===== config.mk =====
export PLATFORM = sky130hd
export DESIGN_NAME = cpu_top
export DESIGN_NICKNAME = d
export VERILOG_FILES = /design/src/cpu_isa_pkg.sv /design/src/cpu_pipe_pkg.sv /design/src/fetch_stage.sv /design/src/decode_stage.sv /design/src/reg_file.sv /design/src/execute_stage.sv /design/src/cpu_top.sv
export SDC_FILE = /design/constraint.sdc
export NUM_CORES = 2
export LEC_CHECK = 0
export ABC_AREA = 0
export BUFFER_PORTS_ARGS = -buffer_cell sky130_fd_sc_hd__buf_2
export CORE_UTILIZATION = 59
export DETAILED_ROUTE_END_ITERATION = 12
export GPL_TIMING_DRIVEN = 0
export PLACE_DENSITY_LB_ADDON = 0.12
export SYNTH_ARGS = -nofsm -noshare
export SYNTH_HDL_FRONTEND = slang
export SYNTH_SLANG_ARGS = --single-unit
export TNS_END_PERCENT = 5

===== constraint.sdc =====
create_clock -name clk -period 6.85 [get_ports clk]
set_input_delay 0.3425 -clock clk [delete_from_list [all_inputs] [get_ports clk]]
set_output_delay 0.3425 -clock clk [all_outputs]
set_load 0.03 [all_outputs]

===== src/cpu_isa_pkg.sv =====
`default_nettype none

package cpu_isa_pkg;

    // word and field widths
    localparam int WORD  = 32;
    localparam int W_OPR = 32;
    localparam int ADDR  = 16;
    localparam int W_RD  = 4;
    localparam int W_IMM = 20;
    localparam int W_OP  = 4;

    // opcodes, 0 must stay NOP so an all-zero word is a bubble
    localparam logic [W_OP-1:0] OP_NOP  = 4'h0;
    localparam logic [W_OP-1:0] OP_ADD  = 4'h1;
    localparam logic [W_OP-1:0] OP_SUB  = 4'h2;
    localparam logic [W_OP-1:0] OP_AND  = 4'h3;
    localparam logic [W_OP-1:0] OP_OR   = 4'h4;
    localparam logic [W_OP-1:0] OP_XOR  = 4'h5;
    localparam logic [W_OP-1:0] OP_SLT  = 4'h6;
    localparam logic [W_OP-1:0] OP_ADDI = 4'h7;
    localparam logic [W_OP-1:0] OP_LD   = 4'h8;
    localparam logic [W_OP-1:0] OP_ST   = 4'h9;
    localparam logic [W_OP-1:0] OP_BEQ  = 4'ha;
    localparam logic [W_OP-1:0] OP_BNE  = 4'hb;
    localparam logic [W_OP-1:0] OP_JMP  = 4'hc;
    localparam logic [W_OP-1:0] OP_HLT  = 4'hf;

    // rd = rs op rt
    typedef struct packed {
        logic [W_OP-1:0]                op;
        logic [W_RD-1:0]                rd;
        logic [W_RD-1:0]                rs;
        logic [W_RD-1:0]                rt;
        logic [WORD-W_OP-3*W_RD-1:0]    unused;
    } r_form_t;

    // addi, ld, st, branches and jmp
    typedef struct packed {
        logic [W_OP-1:0]  op;
        logic [W_RD-1:0]  rd;
        logic [W_RD-1:0]  rs;
        logic [W_IMM-1:0] imm;
    } i_form_t;

    typedef union packed {
        r_form_t r;
        i_form_t i;
    } instr_u;

endpackage

`default_nettype wire


===== src/cpu_pipe_pkg.sv =====
`default_nettype none

package cpu_pipe_pkg;

    import cpu_isa_pkg::*;

    // alu select
    localparam int W_ALU = 3;

    localparam logic [W_ALU-1:0] ALU_ADD = 3'd0;
    localparam logic [W_ALU-1:0] ALU_SUB = 3'd1;
    localparam logic [W_ALU-1:0] ALU_AND = 3'd2;
    localparam logic [W_ALU-1:0] ALU_OR  = 3'd3;
    localparam logic [W_ALU-1:0] ALU_XOR = 3'd4;
    localparam logic [W_ALU-1:0] ALU_SLT = 3'd5;

    // first fetch address
    localparam logic [ADDR-1:0] RESET_PC = '0;

    // decodes as OP_NOP
    localparam logic [WORD-1:0] BUBBLE_WORD = '0;

endpackage

`default_nettype wire


===== src/fetch_stage.sv =====
`default_nettype none

module fetch_stage
    import cpu_isa_pkg::*;
    import cpu_pipe_pkg::*;
(
    input  wire              clk,
    input  wire              rst_n_i,
    input  wire              stall_i,
    input  wire              redirect_i,
    input  wire [ADDR-1:0]   redirect_pc_i,
    input  wire              halted_i,
    input  wire [WORD-1:0]   inst_i,
    output logic [ADDR-1:0]  inst_addr_o,
    output logic             valid_o,
    output logic [WORD-1:0]  inst_o,
    output logic [ADDR-1:0]  pc_o
);

    logic [ADDR-1:0] pc_q;
    logic            advance;

    // target goes out in the cycle execute resolves it
    assign inst_addr_o = redirect_i ? redirect_pc_i : pc_q;

    assign advance = !stall_i && !halted_i;

    always_ff @(posedge clk) begin
        if (!rst_n_i) begin
            pc_q    <= RESET_PC;
            valid_o <= 1'b0;
        end else if (redirect_i) begin
            // refetch the target next cycle
            pc_q    <= redirect_pc_i;
            valid_o <= 1'b0;
        end else if (advance) begin
            pc_q    <= pc_q + 1'b1;
            valid_o <= 1'b1;
        end
    end

    // fetch latch payload
    always_ff @(posedge clk) begin
        if (redirect_i) begin
            inst_o <= BUBBLE_WORD;
            pc_o   <= redirect_pc_i;
        end else if (advance) begin
            inst_o <= inst_i;
            pc_o   <= pc_q;
        end
    end

endmodule

`default_nettype wire


===== src/decode_stage.sv =====
`default_nettype none

module decode_stage
    import cpu_isa_pkg::*;
    import cpu_pipe_pkg::*;
(
    input  wire               clk,
    input  wire               rst_n_i,
    input  wire               valid_i,
    input  wire [WORD-1:0]    inst_i,
    input  wire [ADDR-1:0]    pc_i,
    input  wire               flush_i,
    input  wire               hold_i,
    input  wire               halted_i,
    output logic [W_RD-1:0]   rd_addr0_o,
    output logic [W_RD-1:0]   rd_addr1_o,
    input  wire [W_OPR-1:0]   rd_data0_i,
    input  wire [W_OPR-1:0]   rd_data1_i,
    input  wire               src_reserved_i,
    output logic              reserve_en_o,
    output logic [W_RD-1:0]   reserve_reg_o,
    output logic              stall_o,
    output logic              valid_o,
    output logic [ADDR-1:0]   pc_o,
    output logic [W_OPR-1:0]  opr0_o,
    output logic [W_OPR-1:0]  opr1_o,
    output logic [W_OPR-1:0]  imm_o,
    output logic [W_OP-1:0]   op_o,
    output logic [W_ALU-1:0]  alu_o,
    output logic              wb_o,
    output logic [W_RD-1:0]   rd_o
);

    instr_u           word;
    logic             is_reg_form;
    logic             writes_rd;
    logic             wb_needed;
    logic             issue;
    logic [W_ALU-1:0] alu_sel;
    logic [W_OPR-1:0] imm_ext;

    assign word = inst_i;

    // operand 0 is always rs, operand 1 is rt or rd
    always_comb begin
        is_reg_form = 1'b0;
        writes_rd   = 1'b0;
        rd_addr0_o  = '0;
        rd_addr1_o  = '0;
        case (word.r.op)
            OP_ADD, OP_SUB, OP_AND, OP_OR, OP_XOR, OP_SLT: begin
                is_reg_form = 1'b1;
                writes_rd   = 1'b1;
                rd_addr0_o  = word.r.rs;
                rd_addr1_o  = word.r.rt;
            end
            OP_ADDI, OP_LD: begin
                writes_rd  = 1'b1;
                rd_addr0_o = word.i.rs;
            end
            OP_ST, OP_BEQ, OP_BNE: begin
                rd_addr0_o = word.i.rs;
                rd_addr1_o = word.i.rd;
            end
            default: ;
        endcase
    end

    always_comb begin
        case (word.r.op)
            OP_SUB:  alu_sel = ALU_SUB;
            OP_AND:  alu_sel = ALU_AND;
            OP_OR:   alu_sel = ALU_OR;
            OP_XOR:  alu_sel = ALU_XOR;
            OP_SLT:  alu_sel = ALU_SLT;
            default: alu_sel = ALU_ADD;
        endcase
    end

    assign imm_ext = is_reg_form ? '0 : {{(W_OPR-W_IMM){word.i.imm[W_IMM-1]}}, word.i.imm};

    // writes to r0 are dropped, so they need no reservation
    assign wb_needed = writes_rd && (word.r.rd != '0);

    assign issue   = valid_i && !src_reserved_i && !hold_i && !flush_i && !halted_i;
    assign stall_o = hold_i || (valid_i && src_reserved_i);

    assign reserve_en_o  = issue && wb_needed;
    assign reserve_reg_o = word.r.rd;

    always_ff @(posedge clk) begin
        if (!rst_n_i) begin
            valid_o <= 1'b0;
        end else if (!hold_i) begin
            valid_o <= issue;
        end
    end

    // issue register payload
    always_ff @(posedge clk) begin
        if (issue) begin
            pc_o   <= pc_i;
            opr0_o <= rd_data0_i;
            opr1_o <= rd_data1_i;
            imm_o  <= imm_ext;
            op_o   <= word.r.op;
            alu_o  <= alu_sel;
            wb_o   <= wb_needed;
            rd_o   <= word.r.rd;
        end
    end

endmodule

`default_nettype wire


===== src/reg_file.sv =====
`default_nettype none

module reg_file
    import cpu_isa_pkg::*;
(
    input  wire              clk,
    input  wire              rst_n_i,
    input  wire [W_RD-1:0]   rd_addr0_i,
    input  wire [W_RD-1:0]   rd_addr1_i,
    output logic [W_OPR-1:0] rd_data0_o,
    output logic [W_OPR-1:0] rd_data1_o,
    output logic             src_reserved_o,
    input  wire              reserve_en_i,
    input  wire [W_RD-1:0]   reserve_reg_i,
    input  wire              wb_en_i,
    input  wire [W_RD-1:0]   wb_reg_i,
    input  wire [W_OPR-1:0]  wb_data_i
);

    logic [W_OPR-1:0]   regs [2**W_RD];
    logic [2**W_RD-1:0] rsv_q;

    assign rd_data0_o = (rd_addr0_i == '0) ? '0 : regs[rd_addr0_i];
    assign rd_data1_o = (rd_addr1_i == '0) ? '0 : regs[rd_addr1_i];

    // bit 0 is never set
    assign src_reserved_o = rsv_q[rd_addr0_i] | rsv_q[rd_addr1_i];

    always_ff @(posedge clk) begin
        if (!rst_n_i) begin
            for (int i = 0; i < 2**W_RD; i++) begin
                regs[i] <= '0;
            end
        end else if (wb_en_i && (wb_reg_i != '0)) begin
            regs[wb_reg_i] <= wb_data_i;
        end
    end

    // scoreboard
    always_ff @(posedge clk) begin
        if (!rst_n_i) begin
            rsv_q <= '0;
        end else begin
            if (wb_en_i) begin
                rsv_q[wb_reg_i] <= 1'b0;
            end
            // a new reservation wins over a same-edge writeback
            if (reserve_en_i && (reserve_reg_i != '0)) begin
                rsv_q[reserve_reg_i] <= 1'b1;
            end
        end
    end

endmodule

`default_nettype wire


===== src/execute_stage.sv =====
`default_nettype none

module execute_stage
    import cpu_isa_pkg::*;
    import cpu_pipe_pkg::*;
(
    input  wire               clk,
    input  wire               rst_n_i,
    input  wire               stall_i,
    input  wire               valid_i,
    input  wire [ADDR-1:0]    pc_i,
    input  wire [W_OPR-1:0]   opr0_i,
    input  wire [W_OPR-1:0]   opr1_i,
    input  wire [W_OPR-1:0]   imm_i,
    input  wire [W_OP-1:0]    op_i,
    input  wire [W_ALU-1:0]   alu_i,
    input  wire               wb_i,
    input  wire [W_RD-1:0]    rd_i,
    output logic              hold_o,
    output logic              redirect_o,
    output logic [ADDR-1:0]   redirect_pc_o,
    output logic              wb_en_o,
    output logic [W_RD-1:0]   wb_reg_o,
    output logic [W_OPR-1:0]  wb_data_o,
    output logic [ADDR-1:0]   ldst_addr_o,
    output logic [W_OPR-1:0]  ldst_data_o,
    output logic              ldst_write_o,
    input  wire [W_OPR-1:0]   ldst_data_i,
    output logic              halted_o
);

    logic             halted_q;
    logic             active;
    logic             use_imm;
    logic             taken;
    logic [W_OPR-1:0] opb;
    logic [W_OPR-1:0] alu_res;

    // no effect at all unless this is true
    assign active = valid_i && !stall_i && !halted_q;

    // external stall freezes the issue register too
    assign hold_o = stall_i;

    assign use_imm = (op_i == OP_ADDI) || (op_i == OP_LD) || (op_i == OP_ST);
    assign opb     = use_imm ? imm_i : opr1_i;

    always_comb begin
        case (alu_i)
            ALU_ADD: alu_res = opr0_i + opb;
            ALU_SUB: alu_res = opr0_i - opb;
            ALU_AND: alu_res = opr0_i & opb;
            ALU_OR:  alu_res = opr0_i | opb;
            ALU_XOR: alu_res = opr0_i ^ opb;
            ALU_SLT: alu_res = {{(W_OPR-1){1'b0}}, $signed(opr0_i) < $signed(opb)};
            default: alu_res = '0;
        endcase
    end

    // branches compare rd with rs
    always_comb begin
        case (op_i)
            OP_BEQ:  taken = (opr0_i == opr1_i);
            OP_BNE:  taken = (opr0_i != opr1_i);
            OP_JMP:  taken = 1'b1;
            default: taken = 1'b0;
        endcase
    end

    assign redirect_o    = active && taken;
    assign redirect_pc_o = pc_i + imm_i[ADDR-1:0];

    // word address is the low bits of rs + imm
    assign ldst_addr_o  = alu_res[ADDR-1:0];
    assign ldst_data_o  = opr1_i;
    assign ldst_write_o = active && (op_i == OP_ST);

    assign wb_en_o   = active && wb_i;
    assign wb_reg_o  = rd_i;
    assign wb_data_o = (op_i == OP_LD) ? ldst_data_i : alu_res;

    // sticky until reset
    always_ff @(posedge clk) begin
        if (!rst_n_i) begin
            halted_q <= 1'b0;
        end else if (active && (op_i == OP_HLT)) begin
            halted_q <= 1'b1;
        end
    end

    assign halted_o = halted_q;

endmodule

`default_nettype wire


===== src/cpu_top.sv =====
`default_nettype none

module cpu_top
    import cpu_isa_pkg::*;
    import cpu_pipe_pkg::*;
(
    input  wire              clk,
    input  wire              rst_n_i,
    input  wire              stall_i,
    input  wire [WORD-1:0]   inst_i,
    output logic [ADDR-1:0]  inst_addr_o,
    input  wire [W_OPR-1:0]  ldst_data_i,
    output logic [W_OPR-1:0] ldst_data_o,
    output logic [ADDR-1:0]  ldst_addr_o,
    output logic             ldst_write_o,
    output logic             hlt_o
);

    // fetch - decode
    logic             fd_valid;
    logic [WORD-1:0]  fd_inst;
    logic [ADDR-1:0]  fd_pc;
    logic             fd_stall;

    // decode - register file
    logic [W_RD-1:0]  rd_addr0;
    logic [W_RD-1:0]  rd_addr1;
    logic [W_OPR-1:0] rd_data0;
    logic [W_OPR-1:0] rd_data1;
    logic             src_reserved;
    logic             reserve_en;
    logic [W_RD-1:0]  reserve_reg;

    // decode - execute
    logic             de_valid;
    logic [ADDR-1:0]  de_pc;
    logic [W_OPR-1:0] de_opr0;
    logic [W_OPR-1:0] de_opr1;
    logic [W_OPR-1:0] de_imm;
    logic [W_OP-1:0]  de_op;
    logic [W_ALU-1:0] de_alu;
    logic             de_wb;
    logic [W_RD-1:0]  de_rd;
    logic             ex_stall;

    // execute - back to the front
    logic             wb_en;
    logic [W_RD-1:0]  wb_reg;
    logic [W_OPR-1:0] wb_data;
    logic             redirect;
    logic [ADDR-1:0]  redirect_pc;
    logic             halted;

    assign hlt_o = halted;

    fetch_stage i_fetch (
        .clk(clk), .rst_n_i(rst_n_i),
        .stall_i(fd_stall),
        .redirect_i(redirect), .redirect_pc_i(redirect_pc),
        .halted_i(halted),
        .inst_i(inst_i), .inst_addr_o(inst_addr_o),
        .valid_o(fd_valid), .inst_o(fd_inst), .pc_o(fd_pc)
    );

    decode_stage i_decode (
        .clk(clk), .rst_n_i(rst_n_i),
        .valid_i(fd_valid), .inst_i(fd_inst), .pc_i(fd_pc),
        .flush_i(redirect), .hold_i(ex_stall), .halted_i(halted),
        .rd_addr0_o(rd_addr0), .rd_addr1_o(rd_addr1),
        .rd_data0_i(rd_data0), .rd_data1_i(rd_data1),
        .src_reserved_i(src_reserved),
        .reserve_en_o(reserve_en), .reserve_reg_o(reserve_reg),
        .stall_o(fd_stall), .valid_o(de_valid), .pc_o(de_pc),
        .opr0_o(de_opr0), .opr1_o(de_opr1), .imm_o(de_imm),
        .op_o(de_op), .alu_o(de_alu), .wb_o(de_wb), .rd_o(de_rd)
    );

    reg_file i_reg_file (
        .clk(clk), .rst_n_i(rst_n_i),
        .rd_addr0_i(rd_addr0), .rd_addr1_i(rd_addr1),
        .rd_data0_o(rd_data0), .rd_data1_o(rd_data1),
        .src_reserved_o(src_reserved),
        .reserve_en_i(reserve_en), .reserve_reg_i(reserve_reg),
        .wb_en_i(wb_en), .wb_reg_i(wb_reg), .wb_data_i(wb_data)
    );

    execute_stage i_execute (
        .clk(clk), .rst_n_i(rst_n_i),
        .stall_i(stall_i), .valid_i(de_valid), .pc_i(de_pc),
        .opr0_i(de_opr0), .opr1_i(de_opr1), .imm_i(de_imm),
        .op_i(de_op), .alu_i(de_alu), .wb_i(de_wb), .rd_i(de_rd),
        .hold_o(ex_stall),
        .redirect_o(redirect), .redirect_pc_o(redirect_pc),
        .wb_en_o(wb_en), .wb_reg_o(wb_reg), .wb_data_o(wb_data),
        .ldst_addr_o(ldst_addr_o), .ldst_data_o(ldst_data_o),
        .ldst_write_o(ldst_write_o), .ldst_data_i(ldst_data_i),
        .halted_o(halted)
    );

endmodule

`default_nettype wire


==> impl_results.md <==
* Max stage delay on crit path at 710 ps
* Initial antenna violation count at 15
* DR pass1 iterations at 10
* Max-cap violations at 4
* Routability cong. at 1.07
* Synth cell types at 91
* Fraction of layout cells with a size suffix above 1 at 0.0728
* Failing checks: max-capacitance violations, max-slew violations
* Status: finished with violations
* Slowest CP cell: o21ai_2
* Min-Delay Endpoint: i_fetch.inst_o[9]$_SDFFE_PP0P_
* Crit. End Element: flop
* Worst-path clk slew at 60 ps
* Wire per inst at 29.9 µm
* Worst R2R Start: i_decode.op_o[0]$_DFFE_PN_
* Top cell family by delay on the critical path: compound AO/OA/AOI/OAI gates
* Setup violations, final at 0
* Worst setup margin at 160 ps
* Hold path start: inst_i[9]
* CP arrival at 7020 ps
* H-tree Lvls at 3
* Fin. Hold Viols at 0
* Mean Syn Cell Area at 8.98 µm²
* Setup Fix Bufs, Post-CTS at 0
* Reg2Reg Depth at 17
* # IOs at 133
* Fin nets at 5,142
* Clk_lat worst skew at 660 ps
* First-pass GRT wire length at 251,000 µm
* Final min period at 6690 ps
* Post-synth EDFFs at 640
* Largest net degree at the start of global routing at 71
* Gr usage total at 0.486
* Clock root buffer: clkbuf_16
* Tcrit/Tclk final at 0.977
* # DRC at 0
* Die ar. at 72,100 µm²
* Seq cells post-synth at 707
* P&R area growth vs syn at 12.6%
* Die W at 269 µm
* Sequential share of the synthesized area at 0.490
* Worst min-delay path class: primary input to flop
* Cells after Synth at 4,670
* Rel. slew slack at -0.0486
* Commonest cells after routing, fill and taps aside: 960 x nand2_1, 640 x edfxtp_1, 564 x nor2_1, 338 x clkbuf_1, 301 x nand3_1
* Crit path buf inv count at 4
* TritonCTS clock tree: built
* Worst R2R End: i_reg_file.regs[10][24]$_SDFFCE_PN0P_
* Iter 0 DRT Violations at 7,104
* CTS sink count at 707
* Die Ht at 269 µm
* Critical Path RT at 7180 ps
* Crit path max fanout at 10
* Worst Setup Start Kind: flop
* PortBufs at 132
* R2R setup slack at 160 ps
* Row cnt at 97
* RSZ-0062 raised after global routing: no
* Post-route clock skew at 40.0 ps
* Via/cell ratio at 6.87
* Via count at 41,000
* Critical path class: flop to flop
* Synth Flop Type: edfxtp_1
* Most common cell after layout, fill and taps aside: nand2_1
* Async S/R FF share, synth at 0
* HPWL Detailed at 136,000 µm
* Hold path cells at 3
* DRT Wirelength at 178,000 µm
* Synth warn at 0
* Final ANT Viol Nets at 0
* Pre-CTS WS at 216 ps
* Num CTS Buffers at 75
* Max-slew violations at 15
* Cell Area, Synth at 41,900 µm²
* Grt total ovfl at 0
* Vias in the first global route at 37,500
* Starting Density at 0.598
* Worst-Margin Slew at 1560 ps
* Fmax achieved at 0.149 GHz
* Core box area at 70,100 µm²
* Cell Chain, Critical Path: nand3_1, nor2_1, nor2_1, clkbuf_1, nand2_1, nand2_1, inv_1, ha_1, buf_1, nor3_1, o2111ai_1, a211o_1, a21oi_1, nor4_1, o21ai_2, clkbuf_1, a211oi_1
* Max Root-Sink Buffers at 3
-- metrics by stage --
step	instance area, µm²	TNS [ps]	utilization	hold slack [ps]	std cells
after CTS	47100	0	0.671	4.55	5954
after global placement	43900	-152	0.625	400	5773
final	47200	0	0.673	11.9	5964
after global routing	47200	0	0.672	30.7	5957
after floorplan	42000	0	-	400	4701
after detailed placement	44300	0	0.631	405	5789
-- cell type report --
class                           instances  area [µm²]
Fill cell                            5656       23000
Sequential cell                       707       20600
Multi-Input combinational cell       3481       19600
Clock buffer                           96        2020
Buffer                                390        1550
Timing Repair Buffer                  177        1290
Tap cell                              940        1180
Clock inverter                         41         500
Inverter                              123         464
Antenna cell                            9        22.5
-- worst reg2reg max path: cells and delay by family (launching register included) --
family	cells	cell delay, ps
flops	1	480
compound gates	5	2280
fa+ha+maj	1	360
buf+inv	4	1430
simple gates	7	1810
-- cell families after synthesis --
| kind of cell | Yosys count | share of synthesized area |
|---|---|---|
| and+or+nand+nor | 2208 | 0.229 |
| AOI/OAI and AO/OA | 959 | 0.159 |
| DFF | 707 | 0.490 |
| buffers and inverters | 513 | 0.0478 |
| adders and majority gates | 120 | 0.0364 |
| muxes | 92 | 0.0221 |
| xor gates and xnor gates | 70 | 0.0146 |
| other | 1 | 0.0000895 |
-- worst max-delay path by stage --
stage	from	endpoint	slack, ps	cells past startpoint
CTS	i_decode.op_o[1]$_DFFE_PN_	i_reg_file.regs[1][30]$_SDFFCE_PN0P_	160	17
floorplan	i_decode.op_o[1]$_DFFE_PN_	i_reg_file.regs[1][30]$_SDFFCE_PN0P_	1910	17
global route	i_decode.op_o[0]$_DFFE_PN_	i_reg_file.regs[1][13]$_SDFFCE_PN0P_	80	18
global placement	i_decode.op_o[1]$_DFFE_PN_	i_reg_file.regs[10][28]$_SDFFCE_PN0P_	-70	17
detailed placement	i_decode.op_o[0]$_DFFE_PN_	i_reg_file.regs[1][30]$_SDFFCE_PN0P_	220	18
finish	i_decode.op_o[0]$_DFFE_PN_	i_reg_file.regs[10][24]$_SDFFCE_PN0P_	160	17
-- registers in the layout (all words and copies together), names as in the netlist --
| signal | flops |
|---|---|
| i_decode.opr0_o | 32 |
| i_fetch.pc_o | 16 |
| i_decode.op_o | 4 |
| i_fetch.pc_q | 16 |
| i_reg_file.regs | 512 |
| i_reg_file.rsv_q | 16 |
| i_decode.imm_o | 20 |
| i_decode.pc_o | 16 |
| i_decode.valid_o | 1 |
| i_fetch.inst_o | 32 |
| i_fetch.valid_o | 1 |
| i_decode.wb_o | 1 |
| i_decode.alu_o | 3 |
| i_execute.halted_o | 1 |
| i_decode.opr1_o | 32 |
| i_decode.rd_o | 4 |
-- Yosys cell counts (all sizes together) (6+ instances only) --
cell	count	share of area
nand2	967	0.087
edfxtp	640	0.46
nor2	564	0.051
clkbuf	323	0.029
nand3	301	0.036
a21oi	187	0.023
nor3	138	0.019
inv	121	0.011
ha	117	0.035
o21ai	109	0.013
a311oi	99	0.021
a211oi	96	0.017
mux2i	89	0.021
o22ai	86	0.013
a31oi	84	0.013
and3	80	0.012
buf	67	0.0079
dfxtp	67	0.032
o211ai	62	0.011
xor2	44	0.0092
o31a	39	0.0081
o221ai	37	0.0077
a21o	35	0.0063
and2	27	0.0040
nand2b	26	0.0041
xnor2	26	0.0054
nand4	25	0.0037
nor4	22	0.0036
or3	18	0.0027
a211o	13	0.0027
nor2b	13	0.0019
o21a	13	0.0023
o21bai	13	0.0023
o31ai	10	0.0018
a221oi	9	0.0020
a31o	9	0.0019
nand3b	7	0.0013
a2111oi	6	0.0019
nor3b	6	0.0011
o2111ai	6	0.0013
or4	6	0.0012
-- metal layers --
metal	track usage	vias up	part of all wire
met2	0.719	3672	0.42
li1	-	17400	-
met1	0.614	19100	0.35
met5	0	-	0.00040
met3	0.175	798	0.16
met4	0.284	8	0.071
-- what timing repair did --
item,4_1_cts,5_1_grt
hold buffers,28,0
endpoints found under the setup margin,0,42
gates resized for setup,0,4
endpoints found under the hold margin,28,0
Power is left out: the tool's default activity adds up to more than one toggle a clock period on the data nets, which glitch-free logic cannot reach.
